File: src/logic/cw_pkg.sv
`default_nettype none

package cw_pkg;

    // ======================================================================
    // widths and word types
    // ======================================================================
    localparam int WB_ADDR_W    = 24;
    localparam int RW           = 16;                // link and data word
    localparam int MAX_BRST_LOG = 3;
    localparam int SEL_W        = 2;
    localparam int LANE_W       = RW / SEL_W;        // one byte lane

    typedef logic [WB_ADDR_W-1:0]    wb_addr_t;
    typedef logic [RW-1:0]           word_t;
    typedef logic [MAX_BRST_LOG-1:0] beat_cnt_t;
    typedef logic [SEL_W-1:0]        sel_t;

    // ======================================================================
    // header word layout  {adr_hi, type, we, sel, valid}
    // ======================================================================
    localparam int HDR_ADR_HI_W  = WB_ADDR_W - RW;
    localparam int HDR_ADR_LSB   = RW - HDR_ADR_HI_W;
    localparam int HDR_TYPE_W    = 4;
    localparam int HDR_TYPE_LSB  = 4;
    localparam int HDR_WE_BIT    = 3;
    localparam int HDR_SEL_LSB   = 1;
    localparam int HDR_VALID_BIT = 0;                // always set by the bridge

    localparam logic [HDR_TYPE_W-1:0] CYC_SINGLE = 4'b0000;
    localparam logic [HDR_TYPE_W-1:0] CYC_BURST8 = 4'b0001;
    localparam logic [HDR_TYPE_W-1:0] CYC_BURST4 = 4'b0010;

    localparam beat_cnt_t LAST_BURST8 = 3'd7;        // index of the final beat
    localparam beat_cnt_t LAST_BURST4 = 3'd3;

    // remote memory
    localparam int MEM_DEPTH = 256;
    localparam int MEM_ADR_W = $clog2(MEM_DEPTH);

    typedef enum logic [2:0] {
        ST_IDLE,
        ST_HDR,
        ST_ADR,
        ST_WACK,
        ST_DATA_W,
        ST_DATA_WT,
        ST_DATA_R,
        ST_DONE
    } cw_state_e;

    // final beat index carried by a cycle type code
    function automatic beat_cnt_t burst_last(input logic [HDR_TYPE_W-1:0] cyc_type);
        case (cyc_type)
            CYC_BURST8: return LAST_BURST8;
            CYC_BURST4: return LAST_BURST4;
            default:    return '0;
        endcase
    endfunction

endpackage

`default_nettype wire

File: src/logic/cw_link_if.sv
`default_nettype none

interface cw_link_if;
    import cw_pkg::*;

    logic  req;        // one-cycle request strobe
    logic  dir;        // high while the endpoint drives data
    word_t dat_m;      // bridge to endpoint
    word_t dat_s;      // endpoint to bridge
    logic  ack;
    logic  err;

    modport master (
        output req,
        output dir,
        output dat_m,
        input  dat_s,
        input  ack,
        input  err
    );

    modport slave (
        input  req,
        input  dir,
        input  dat_m,
        output dat_s,
        output ack,
        output err
    );

endinterface

`default_nettype wire

File: src/logic/cw_bridge_ctrl.sv
`default_nettype none

module cw_bridge_ctrl (
    input  logic              i_clk,
    input  logic              i_rst,
    input  logic              wb_cyc_i,
    input  logic              wb_stb_i,
    input  logic              wb_we_i,
    input  cw_pkg::word_t     wb_dat_i,
    input  cw_pkg::word_t     hdr_i,
    input  cw_pkg::word_t     adr_lo_i,
    input  logic              last_i,
    input  logic              mismatch_i,
    output cw_pkg::word_t     wb_dat_o,
    output logic              wb_ack_o,
    output logic              wb_err_o,
    output logic              start_o,
    output logic              beat_o,
    cw_link_if.master         link
);
    import cw_pkg::*;

    cw_state_e state;
    logic      l_we;           // direction of the running cycle
    logic      xfer_ack;

    assign xfer_ack = link.ack && wb_cyc_i && wb_stb_i;
    assign start_o  = (state == ST_IDLE) && wb_cyc_i && wb_stb_i;
    assign beat_o   = ((state == ST_DATA_W) || (state == ST_DATA_R)) && xfer_ack;

    // ======================================================================
    // link sequencing FSM
    // ======================================================================
    always_ff @(posedge i_clk) begin
        if (i_rst) begin
            state    <= ST_IDLE;
            wb_ack_o <= 1'b0;
            wb_err_o <= 1'b0;
            link.req <= 1'b0;
            link.dir <= 1'b0;
        end else begin
            wb_ack_o <= 1'b0;      // ack and err are single-cycle pulses
            wb_err_o <= 1'b0;
            link.req <= 1'b0;

            case (state)
                ST_IDLE: begin
                    if (start_o) begin
                        link.req   <= 1'b1;
                        link.dat_m <= hdr_i;
                        l_we       <= wb_we_i;
                        state      <= ST_HDR;
                    end
                end
                ST_HDR: begin
                    link.dat_m <= adr_lo_i;     // low address word follows header
                    state      <= ST_ADR;
                end
                ST_ADR: begin
                    state <= ST_WACK;
                end
                ST_WACK: begin
                    if (link.err) begin                     // out of range
                        wb_err_o <= 1'b1;
                        state    <= ST_DONE;
                    end else if (link.ack) begin
                        if (l_we) begin
                            link.req   <= 1'b1;             // first write beat
                            link.dat_m <= wb_dat_i;
                            state      <= ST_DATA_W;
                        end else begin
                            link.dir <= 1'b1;               // endpoint takes the bus
                            state    <= ST_DATA_R;
                        end
                    end
                end
                ST_DATA_W: begin
                    if (xfer_ack) begin
                        if (mismatch_i) begin
                            wb_err_o <= 1'b1;
                            link.dir <= 1'b1;               // turnaround ends the write
                            state    <= ST_DONE;
                        end else begin
                            wb_ack_o <= 1'b1;
                            if (last_i) begin
                                link.dir <= 1'b1;
                                state    <= ST_DONE;
                            end else begin
                                state <= ST_DATA_WT;
                            end
                        end
                    end
                end
                ST_DATA_WT: begin
                    // the master drops stb after each ack and comes back with new data
                    if (wb_cyc_i && wb_stb_i && !wb_ack_o) begin
                        link.req   <= 1'b1;
                        link.dat_m <= wb_dat_i;
                        state      <= ST_DATA_W;
                    end
                end
                ST_DATA_R: begin
                    if (xfer_ack) begin
                        if (mismatch_i) begin
                            wb_err_o <= 1'b1;
                            link.dir <= 1'b0;               // stops endpoint pacing
                            state    <= ST_DONE;
                        end else begin
                            wb_ack_o <= 1'b1;               // registered, no comb path
                            wb_dat_o <= link.dat_s;
                            if (last_i) begin
                                link.dir <= 1'b0;
                                state    <= ST_DONE;
                            end
                        end
                    end
                end
                ST_DONE: begin
                    link.dir <= 1'b0;
                    state    <= ST_IDLE;
                end
                default: begin
                    state <= ST_IDLE;
                end
            endcase
        end
    end

endmodule

`default_nettype wire

File: src/logic/cw_bridge_top.sv
`default_nettype none

module cw_bridge_top (
    input  logic             i_clk,
    input  logic             i_rst,
    input  logic             wb_cyc_i,
    input  logic             wb_stb_i,
    input  logic             wb_we_i,
    input  cw_pkg::wb_addr_t wb_adr_i,
    input  cw_pkg::word_t    wb_dat_i,
    input  cw_pkg::sel_t     wb_sel_i,
    input  logic             wb_burst8_i,
    input  logic             wb_burst4_i,
    output cw_pkg::word_t    wb_dat_o,
    output logic             wb_ack_o,
    output logic             wb_err_o
);
    import cw_pkg::*;

    word_t     hdr;
    word_t     adr_lo;
    beat_cnt_t last_beat;
    logic      last;
    logic      mismatch;
    logic      start;
    logic      beat;

    cw_link_if link_if ();

    // ======================================================================
    // bridge side
    // ======================================================================
    cw_header_pack u_header_pack (
        .wb_adr_i    (wb_adr_i),
        .wb_we_i     (wb_we_i),
        .wb_sel_i    (wb_sel_i),
        .wb_burst8_i (wb_burst8_i),
        .wb_burst4_i (wb_burst4_i),
        .hdr_o       (hdr),
        .adr_lo_o    (adr_lo),
        .last_beat_o (last_beat)
    );

    cw_burst_tracker u_burst_tracker (
        .i_clk       (i_clk),
        .i_rst       (i_rst),
        .start_i     (start),
        .beat_i      (beat),
        .wb_adr_i    (wb_adr_i),
        .last_beat_i (last_beat),
        .last_o      (last),
        .mismatch_o  (mismatch)
    );

    cw_bridge_ctrl u_bridge_ctrl (
        .i_clk      (i_clk),
        .i_rst      (i_rst),
        .wb_cyc_i   (wb_cyc_i),
        .wb_stb_i   (wb_stb_i),
        .wb_we_i    (wb_we_i),
        .wb_dat_i   (wb_dat_i),
        .hdr_i      (hdr),
        .adr_lo_i   (adr_lo),
        .last_i     (last),
        .mismatch_i (mismatch),
        .wb_dat_o   (wb_dat_o),
        .wb_ack_o   (wb_ack_o),
        .wb_err_o   (wb_err_o),
        .start_o    (start),
        .beat_o     (beat),
        .link       (link_if.master)
    );

    // far side of the link
    cw_remote_endpoint u_remote_endpoint (
        .i_clk (i_clk),
        .i_rst (i_rst),
        .link  (link_if.slave)
    );

endmodule

`default_nettype wire

File: src/logic/cw_burst_tracker.sv
`default_nettype none

module cw_burst_tracker (
    input  logic              i_clk,
    input  logic              i_rst,
    input  logic              start_i,
    input  logic              beat_i,
    input  cw_pkg::wb_addr_t  wb_adr_i,
    input  cw_pkg::beat_cnt_t last_beat_i,
    output logic              last_o,
    output logic              mismatch_o
);
    import cw_pkg::*;

    wb_addr_t  start_adr;
    wb_addr_t  exp_adr;
    beat_cnt_t beat_cnt;
    beat_cnt_t last_idx;

    // beat counter
    always_ff @(posedge i_clk) begin
        if (i_rst) begin
            beat_cnt <= '0;
        end else if (start_i) begin
            beat_cnt <= '0;
        end else if (beat_i) begin
            beat_cnt <= beat_cnt + 1'b1;       // wraps harmlessly after the last beat
        end
    end

    // start address and burst length, held for the whole cycle
    always_ff @(posedge i_clk) begin
        if (start_i) begin
            start_adr <= wb_adr_i;
            last_idx  <= last_beat_i;
        end
    end

    assign exp_adr    = start_adr + wb_addr_t'(beat_cnt);
    assign mismatch_o = (wb_adr_i != exp_adr);   // master left the linear sequence
    assign last_o     = (beat_cnt == last_idx);

endmodule

`default_nettype wire

File: src/logic/cw_header_pack.sv
`default_nettype none

module cw_header_pack (
    input  cw_pkg::wb_addr_t  wb_adr_i,
    input  logic              wb_we_i,
    input  cw_pkg::sel_t      wb_sel_i,
    input  logic              wb_burst8_i,
    input  logic              wb_burst4_i,
    output cw_pkg::word_t     hdr_o,
    output cw_pkg::word_t     adr_lo_o,
    output cw_pkg::beat_cnt_t last_beat_o
);
    import cw_pkg::*;

    logic [HDR_TYPE_W-1:0] cyc_type;

    always_comb begin
        if (wb_burst8_i) begin             // 8 wins when both are set
            cyc_type = CYC_BURST8;
        end else if (wb_burst4_i) begin
            cyc_type = CYC_BURST4;
        end else begin
            cyc_type = CYC_SINGLE;
        end
    end

    always_comb begin
        hdr_o = '0;
        hdr_o[HDR_ADR_LSB +: HDR_ADR_HI_W] = wb_adr_i[WB_ADDR_W-1 -: HDR_ADR_HI_W];
        hdr_o[HDR_TYPE_LSB +: HDR_TYPE_W]  = cyc_type;
        hdr_o[HDR_WE_BIT]                  = wb_we_i;
        hdr_o[HDR_SEL_LSB +: SEL_W]        = wb_sel_i;
        hdr_o[HDR_VALID_BIT]               = 1'b1;
    end

    assign adr_lo_o    = wb_adr_i[RW-1:0];      // second link word
    assign last_beat_o = burst_last(cyc_type);

endmodule

`default_nettype wire

File: src/logic/cw_remote_endpoint.sv
`default_nettype none

module cw_remote_endpoint (
    input  logic       i_clk,
    input  logic       i_rst,
    cw_link_if.slave   link
);
    import cw_pkg::*;

    typedef enum logic [1:0] {
        EP_IDLE,
        EP_ADR,
        EP_WR,
        EP_RD
    } ep_state_e;

    ep_state_e ep_state;

    word_t                   mem [MEM_DEPTH];
    logic [HDR_ADR_HI_W-1:0] adr_hi;
    logic                    l_we;
    sel_t                    l_sel;
    beat_cnt_t               l_last;
    logic [MEM_ADR_W-1:0]    mem_adr;
    logic                    phase;           // read pacing, send when set
    wb_addr_t                full_adr;
    logic [WB_ADDR_W:0]      end_adr;         // one extra bit so the sum cannot wrap
    logic                    wr_beat;
    logic                    rd_beat;

    assign full_adr = {adr_hi, link.dat_m};
    assign end_adr  = {1'b0, full_adr} + (WB_ADDR_W + 1)'(l_last);
    assign wr_beat  = (ep_state == EP_WR) && !link.dir && link.req;
    assign rd_beat  = (ep_state == EP_RD) && phase && link.dir;

    // ======================================================================
    // control
    // ======================================================================
    always_ff @(posedge i_clk) begin
        if (i_rst) begin
            ep_state <= EP_IDLE;
            link.ack <= 1'b0;
            link.err <= 1'b0;
            phase    <= 1'b0;
        end else begin
            link.ack <= 1'b0;
            link.err <= 1'b0;

            case (ep_state)
                EP_IDLE: begin
                    if (link.req && link.dat_m[HDR_VALID_BIT]) begin
                        ep_state <= EP_ADR;
                    end
                end
                EP_ADR: begin
                    phase <= 1'b0;
                    // whole burst must fit below MEM_DEPTH
                    if (end_adr >= (WB_ADDR_W + 1)'(MEM_DEPTH)) begin
                        link.err <= 1'b1;
                        ep_state <= EP_IDLE;
                    end else begin
                        link.ack <= 1'b1;             // ready
                        ep_state <= l_we ? EP_WR : EP_RD;
                    end
                end
                EP_WR: begin
                    if (link.dir) begin               // turnaround from the bridge
                        ep_state <= EP_IDLE;
                    end else if (wr_beat) begin
                        link.ack <= 1'b1;
                    end
                end
                EP_RD: begin
                    phase <= ~phase;
                    if (rd_beat) begin
                        link.ack <= 1'b1;
                    end else if (phase) begin         // bridge released dir
                        ep_state <= EP_IDLE;
                    end
                end
                default: begin
                    ep_state <= EP_IDLE;
                end
            endcase
        end
    end

    // ======================================================================
    // header capture, memory and address stepping
    // ======================================================================
    always_ff @(posedge i_clk) begin
        if ((ep_state == EP_IDLE) && link.req) begin
            adr_hi <= link.dat_m[HDR_ADR_LSB +: HDR_ADR_HI_W];
            l_we   <= link.dat_m[HDR_WE_BIT];
            l_sel  <= link.dat_m[HDR_SEL_LSB +: SEL_W];
            l_last <= burst_last(link.dat_m[HDR_TYPE_LSB +: HDR_TYPE_W]);
        end

        if (ep_state == EP_ADR) begin
            mem_adr <= full_adr[MEM_ADR_W-1:0];
        end

        if (wr_beat) begin
            for (int i = 0; i < SEL_W; i++) begin
                if (l_sel[i]) begin
                    mem[mem_adr][LANE_W*i +: LANE_W] <= link.dat_m[LANE_W*i +: LANE_W];
                end
            end
            mem_adr <= mem_adr + 1'b1;
        end

        if (rd_beat) begin
            link.dat_s <= mem[mem_adr];
            mem_adr    <= mem_adr + 1'b1;
        end
    end

endmodule

`default_nettype wire

File: config.mk
export PLATFORM = sky130hd
export DESIGN_NAME = cw_bridge_top
export DESIGN_NICKNAME = d
export VERILOG_FILES = /design/src/logic/cw_pkg.sv /design/src/logic/cw_link_if.sv /design/src/logic/cw_bridge_ctrl.sv /design/src/logic/cw_bridge_top.sv /design/src/logic/cw_burst_tracker.sv /design/src/logic/cw_header_pack.sv /design/src/logic/cw_remote_endpoint.sv
export SDC_FILE = /design/constraint.sdc
export NUM_CORES = 2
export LEC_CHECK = 0
export BUFFER_PORTS_ARGS = -buffer_cell sky130_fd_sc_hd__buf_4
export CAP_MARGIN = 25
export CELL_PAD_IN_SITES_DETAIL_PLACEMENT = 0
export CELL_PAD_IN_SITES_GLOBAL_PLACEMENT = 1
export CORE_MARGIN = 1.5
export CORE_UTILIZATION = 35
export CTS_CLUSTER_SIZE = 25
export DETAILED_ROUTE_END_ITERATION = 7
export PLACE_DENSITY_LB_ADDON = 0.1
export SYNTH_ARGS = -nofsm -noshare
export SYNTH_HDL_FRONTEND = slang
export SYNTH_SLANG_ARGS = --single-unit
File: constraint.sdc
create_clock -name i_clk -period 6.4 [get_ports i_clk]
set_input_delay 0.32 -clock i_clk [delete_from_list [all_inputs] [get_ports i_clk]]
set_output_delay 0.32 -clock i_clk [all_outputs]
set_load 0.03 [all_outputs]
==> reports/metrics.csv <==
stage,metric,value,unit
status,outcome,finished with violations,
status,failed_checks,max-slew violations,
synth,synth-simple-area-share,2.219,%
power_and_ir_drop,cellPowerDensity,327.9,nW/um^2
setup_path,crit_fanout,75,
drt,drtIter0Drc,8383,
place,place_area,172100,sq um
die,rows,250,
die,die-area,471400,sq um
min_path,whs_endpoint,u_burst_tracker.last_idx[1],
drt,num_vias,76750,
drt,vias_per_cell,5.459,
die,ios,67,
timing,fin_crit_sh,72.56,%
synth,syn-num-nets,7186,
setup_path,timing.rr.start,u_remote_endpoint.mem_adr[1],
timing,timing.slew.headroom,-16.20,%
die,die_height,686.6,um
final_layout,mostFrequentLayoutCells,"4,192 x edfxtp_1, 1,314 x mux4_2, 567 x nor2_1, 462 x clkbuf_16, 196 x buf_4",
final_layout,finalInstanceArea,187800,sq um
setup_path,crit_arrival,5.39,ns
setup_path,crit_start,u_remote_endpoint.mem_adr[1],
power_and_ir_drop,ir_drop,0.2366,mV
power_and_ir_drop,leakage,57.00,nW
global_routing,antenna_found_initial,49,
global_routing,grt_pass1_vias,78770,
setup_path,critPathKind,flop to flop,
final_layout,fillers,40620,
timing,fin_setup_tns,0,ns
die,fp.dieW,686.6,um
timing,rsz0062_at_grt,no,
drt,wl,471500,um
synth,synth.avg_cell_area,22.96,sq um
drt,drc,0,
setup_path,path_delay_family,buffers and inverters,
clocking,clock-root-buffer,clkbuf_16,
synth,muxShareOfSynthArea,18.33,%
min_path,hold_depth,3,
setup_path,worst-path-buf-inv,3,
setup_path,required,7.15,ns
die,core,464500,sq um
min_path,hold_start,wb_burst4_i,
timing,max_freq,215.3,MHz
final_layout,regArea,126200,sq um
synth,synth_top_family_by_area,multiplexers,
timing,drv_slew,144,
flow_run,drv_cap,0,
clocking,cts_made_buffers,456,
setup_path,reg2reg_depth,10,
final_layout,syn_to_final_growth,14.83,%
global_routing,grt_use_total,19.76,%
synth,postSynthCellCount,7124,
clocking,h-tree-depth,5,
place,dp_hpwl,277000,um
die,start_util,35.21,%
clocking,cts.path.max_buffers,4,
place,portBuffers,66,
synth,synthXorXnorAreaFrac,0.2303,%
synth,ys_types,69,
synth,async_flop_share,0,%
clocking,cts_tree,yes,
clocking,postCtsSetupRepairBufs,0,
final_layout,multi_input_area,35740,sq um
final_layout,final_common_cell,edfxtp_1,
synth,synth-seq-area-share,77.15,%
timing,skew,0.08336,ns
synth,synth_edf_count,4192,
setup_path,cp_slowest_stage_delay,0.97,ns
final_layout,drive_gt1_share,28.84,%
synth,ys_seq_elements,4207,
setup_path,endpoint_kind,flop,
timing,setup_viol,0,
timing,period_needed,4.644,ns
clocking,clock-sinks,4207,
timing,tightest_slew,1.743,ns
place,place_congestion,0.7767,
setup_path,reg2reg_setup_slack,1.76,ns
global_routing,grt_max_degree,187,
final_layout,fin_nets,7550,
global_routing,grt_pass1_wl,654500,um
timing,hold_violations,0,
synth,synth-compound-area-share,0.8522,%
clocking,insertion_delay,1.03,ns
synth,synthAdderAreaFrac,0.1086,%
synth,synth_ff_type,edfxtp_1,
drt,drtPass1Iterations,5,
setup_path,slowest_stage,edfxtp_1,
drt,antenna_left,0,
synth,syn-cell-area,163600,sq um
drt,wl_per_cell,33.53,um
min_path,min_path_type,input pin to flop,
global_routing,grt_overflow_total,0,
synth,yosysWarningCount,0,
setup_path,path_cells,buf_4 -> buf_12 -> buf_4 -> mux4_2 -> mux4_2 -> a22oi_1 -> nor2_1 -> a21oi_1 -> o21ai_0 -> or3_1,
setup_path,r2r_end,u_remote_endpoint.link.dat_s[0],
clocking,clkSlewWorstSetupHoldPaths,0.06,ns
setup_path,startpoint_type,flop,
[tightest hold or removal path: cells and delay by family]
family | cells | cell delay (ns)
simple gates | 1 | 0.10
buf+inv | 2 | 0.67
[report_power, final]
group	internal, mW	leakage, nW	switching (mW)
Clock	15.2	7.25	11.0
Combinational	0.758	12.0	2.81
Sequential	31.7	37.8	0.0625
[metrics by stage]
stage	util (%)	total power, mW	setup WS, ns	cells	hold WS (ns)
after floorplan	-	34.34	0.1043	7124	0.4003
after global placement	37.02	35.84	1.728	13110	0.4097
after detailed placement	37.04	35.95	1.841	13120	0.4079
after CTS	40.40	62.25	1.833	14050	0.04858
after global routing	40.43	63.38	1.749	14060	0.1281
final	40.43	61.58	1.756	14060	0.1653
[Yosys cell counts, types with 19 or more instances]
library cell	n	area share, %
a21oi_1	45	0.14
a22oi_1	27	0.12
buf_1	95	0.22
buf_2	104	0.32
clkbuf_1	211	0.48
edfxtp_1	4192	77
mux4_2	1314	18
nand2_1	127	0.29
nand3_1	45	0.14
nor2_1	575	1.3
nor3_1	19	0.058
o21ai_0	19	0.058
o22ai_1	33	0.13
xnor2_1	29	0.16
[layout make-up]
cell class | count | share of cell area, %
diodes | 5 | 0.006662
clock buffers | 540 | 6.311
clock inverters | 311 | 1.564
inverters | 18 | 0.04130
multi-input cells | 2479 | 19.03
flip-flops and latches | 4207 | 67.18
well taps | 6174 | 4.113
repair buffers | 326 | 1.751
[routing by layer]
layer  GRT usage (%)  vias up  wire, um
met4           4.154        4     10380
met5               0        -        21
met2           31.31     2509    222400
met3           3.150      516     27120
met1           28.99    42600    211500
li1                -    31110         -
[logic make-up after synthesis]
| group | after synthesis |
|---|---|
| compound gates | 210 |
| mux | 1350 |
| xor+xnor | 43 |
| simple gates | 863 |
| flops | 4207 |
| fa+ha+maj | 13 |
| buf+inv | 438 |
[worst max-delay path by stage]
stage,to,slack [ns],depth (start not counted)
floorplan,u_remote_endpoint.link.err,0.10,8
global placement,u_remote_endpoint.link.dat_s[0],1.73,10
detailed placement,u_remote_endpoint.link.dat_s[7],1.84,9
CTS,u_remote_endpoint.link.dat_s[0],1.83,10
global route,u_remote_endpoint.link.dat_s[0],1.75,10
finish,u_remote_endpoint.link.dat_s[0],1.76,10
[flip-flops by register name, indices dropped and copies added, names as in the netlist, 2 cells and up]
register and flops:
u_bridge_ctrl.link.dat_m 16, u_bridge_ctrl.state 3, u_bridge_ctrl.wb_dat_o 16, u_burst_tracker.beat_cnt 3, u_burst_tracker.last_idx 2, u_burst_tracker.start_adr 24
u_remote_endpoint.adr_hi 8, u_remote_endpoint.ep_state 2, u_remote_endpoint.l_last 2, u_remote_endpoint.l_sel 2, u_remote_endpoint.link.dat_s 16, u_remote_endpoint.mem 4096
u_remote_endpoint.mem_adr 8
[repair_timing]
action / CTS / global route
endpoints found under the hold margin: 59 / 0
gates resized for setup: 0 / 0
hold buffers: 78 / 0
No activity file was read; power rests on OpenSTA's default activity.
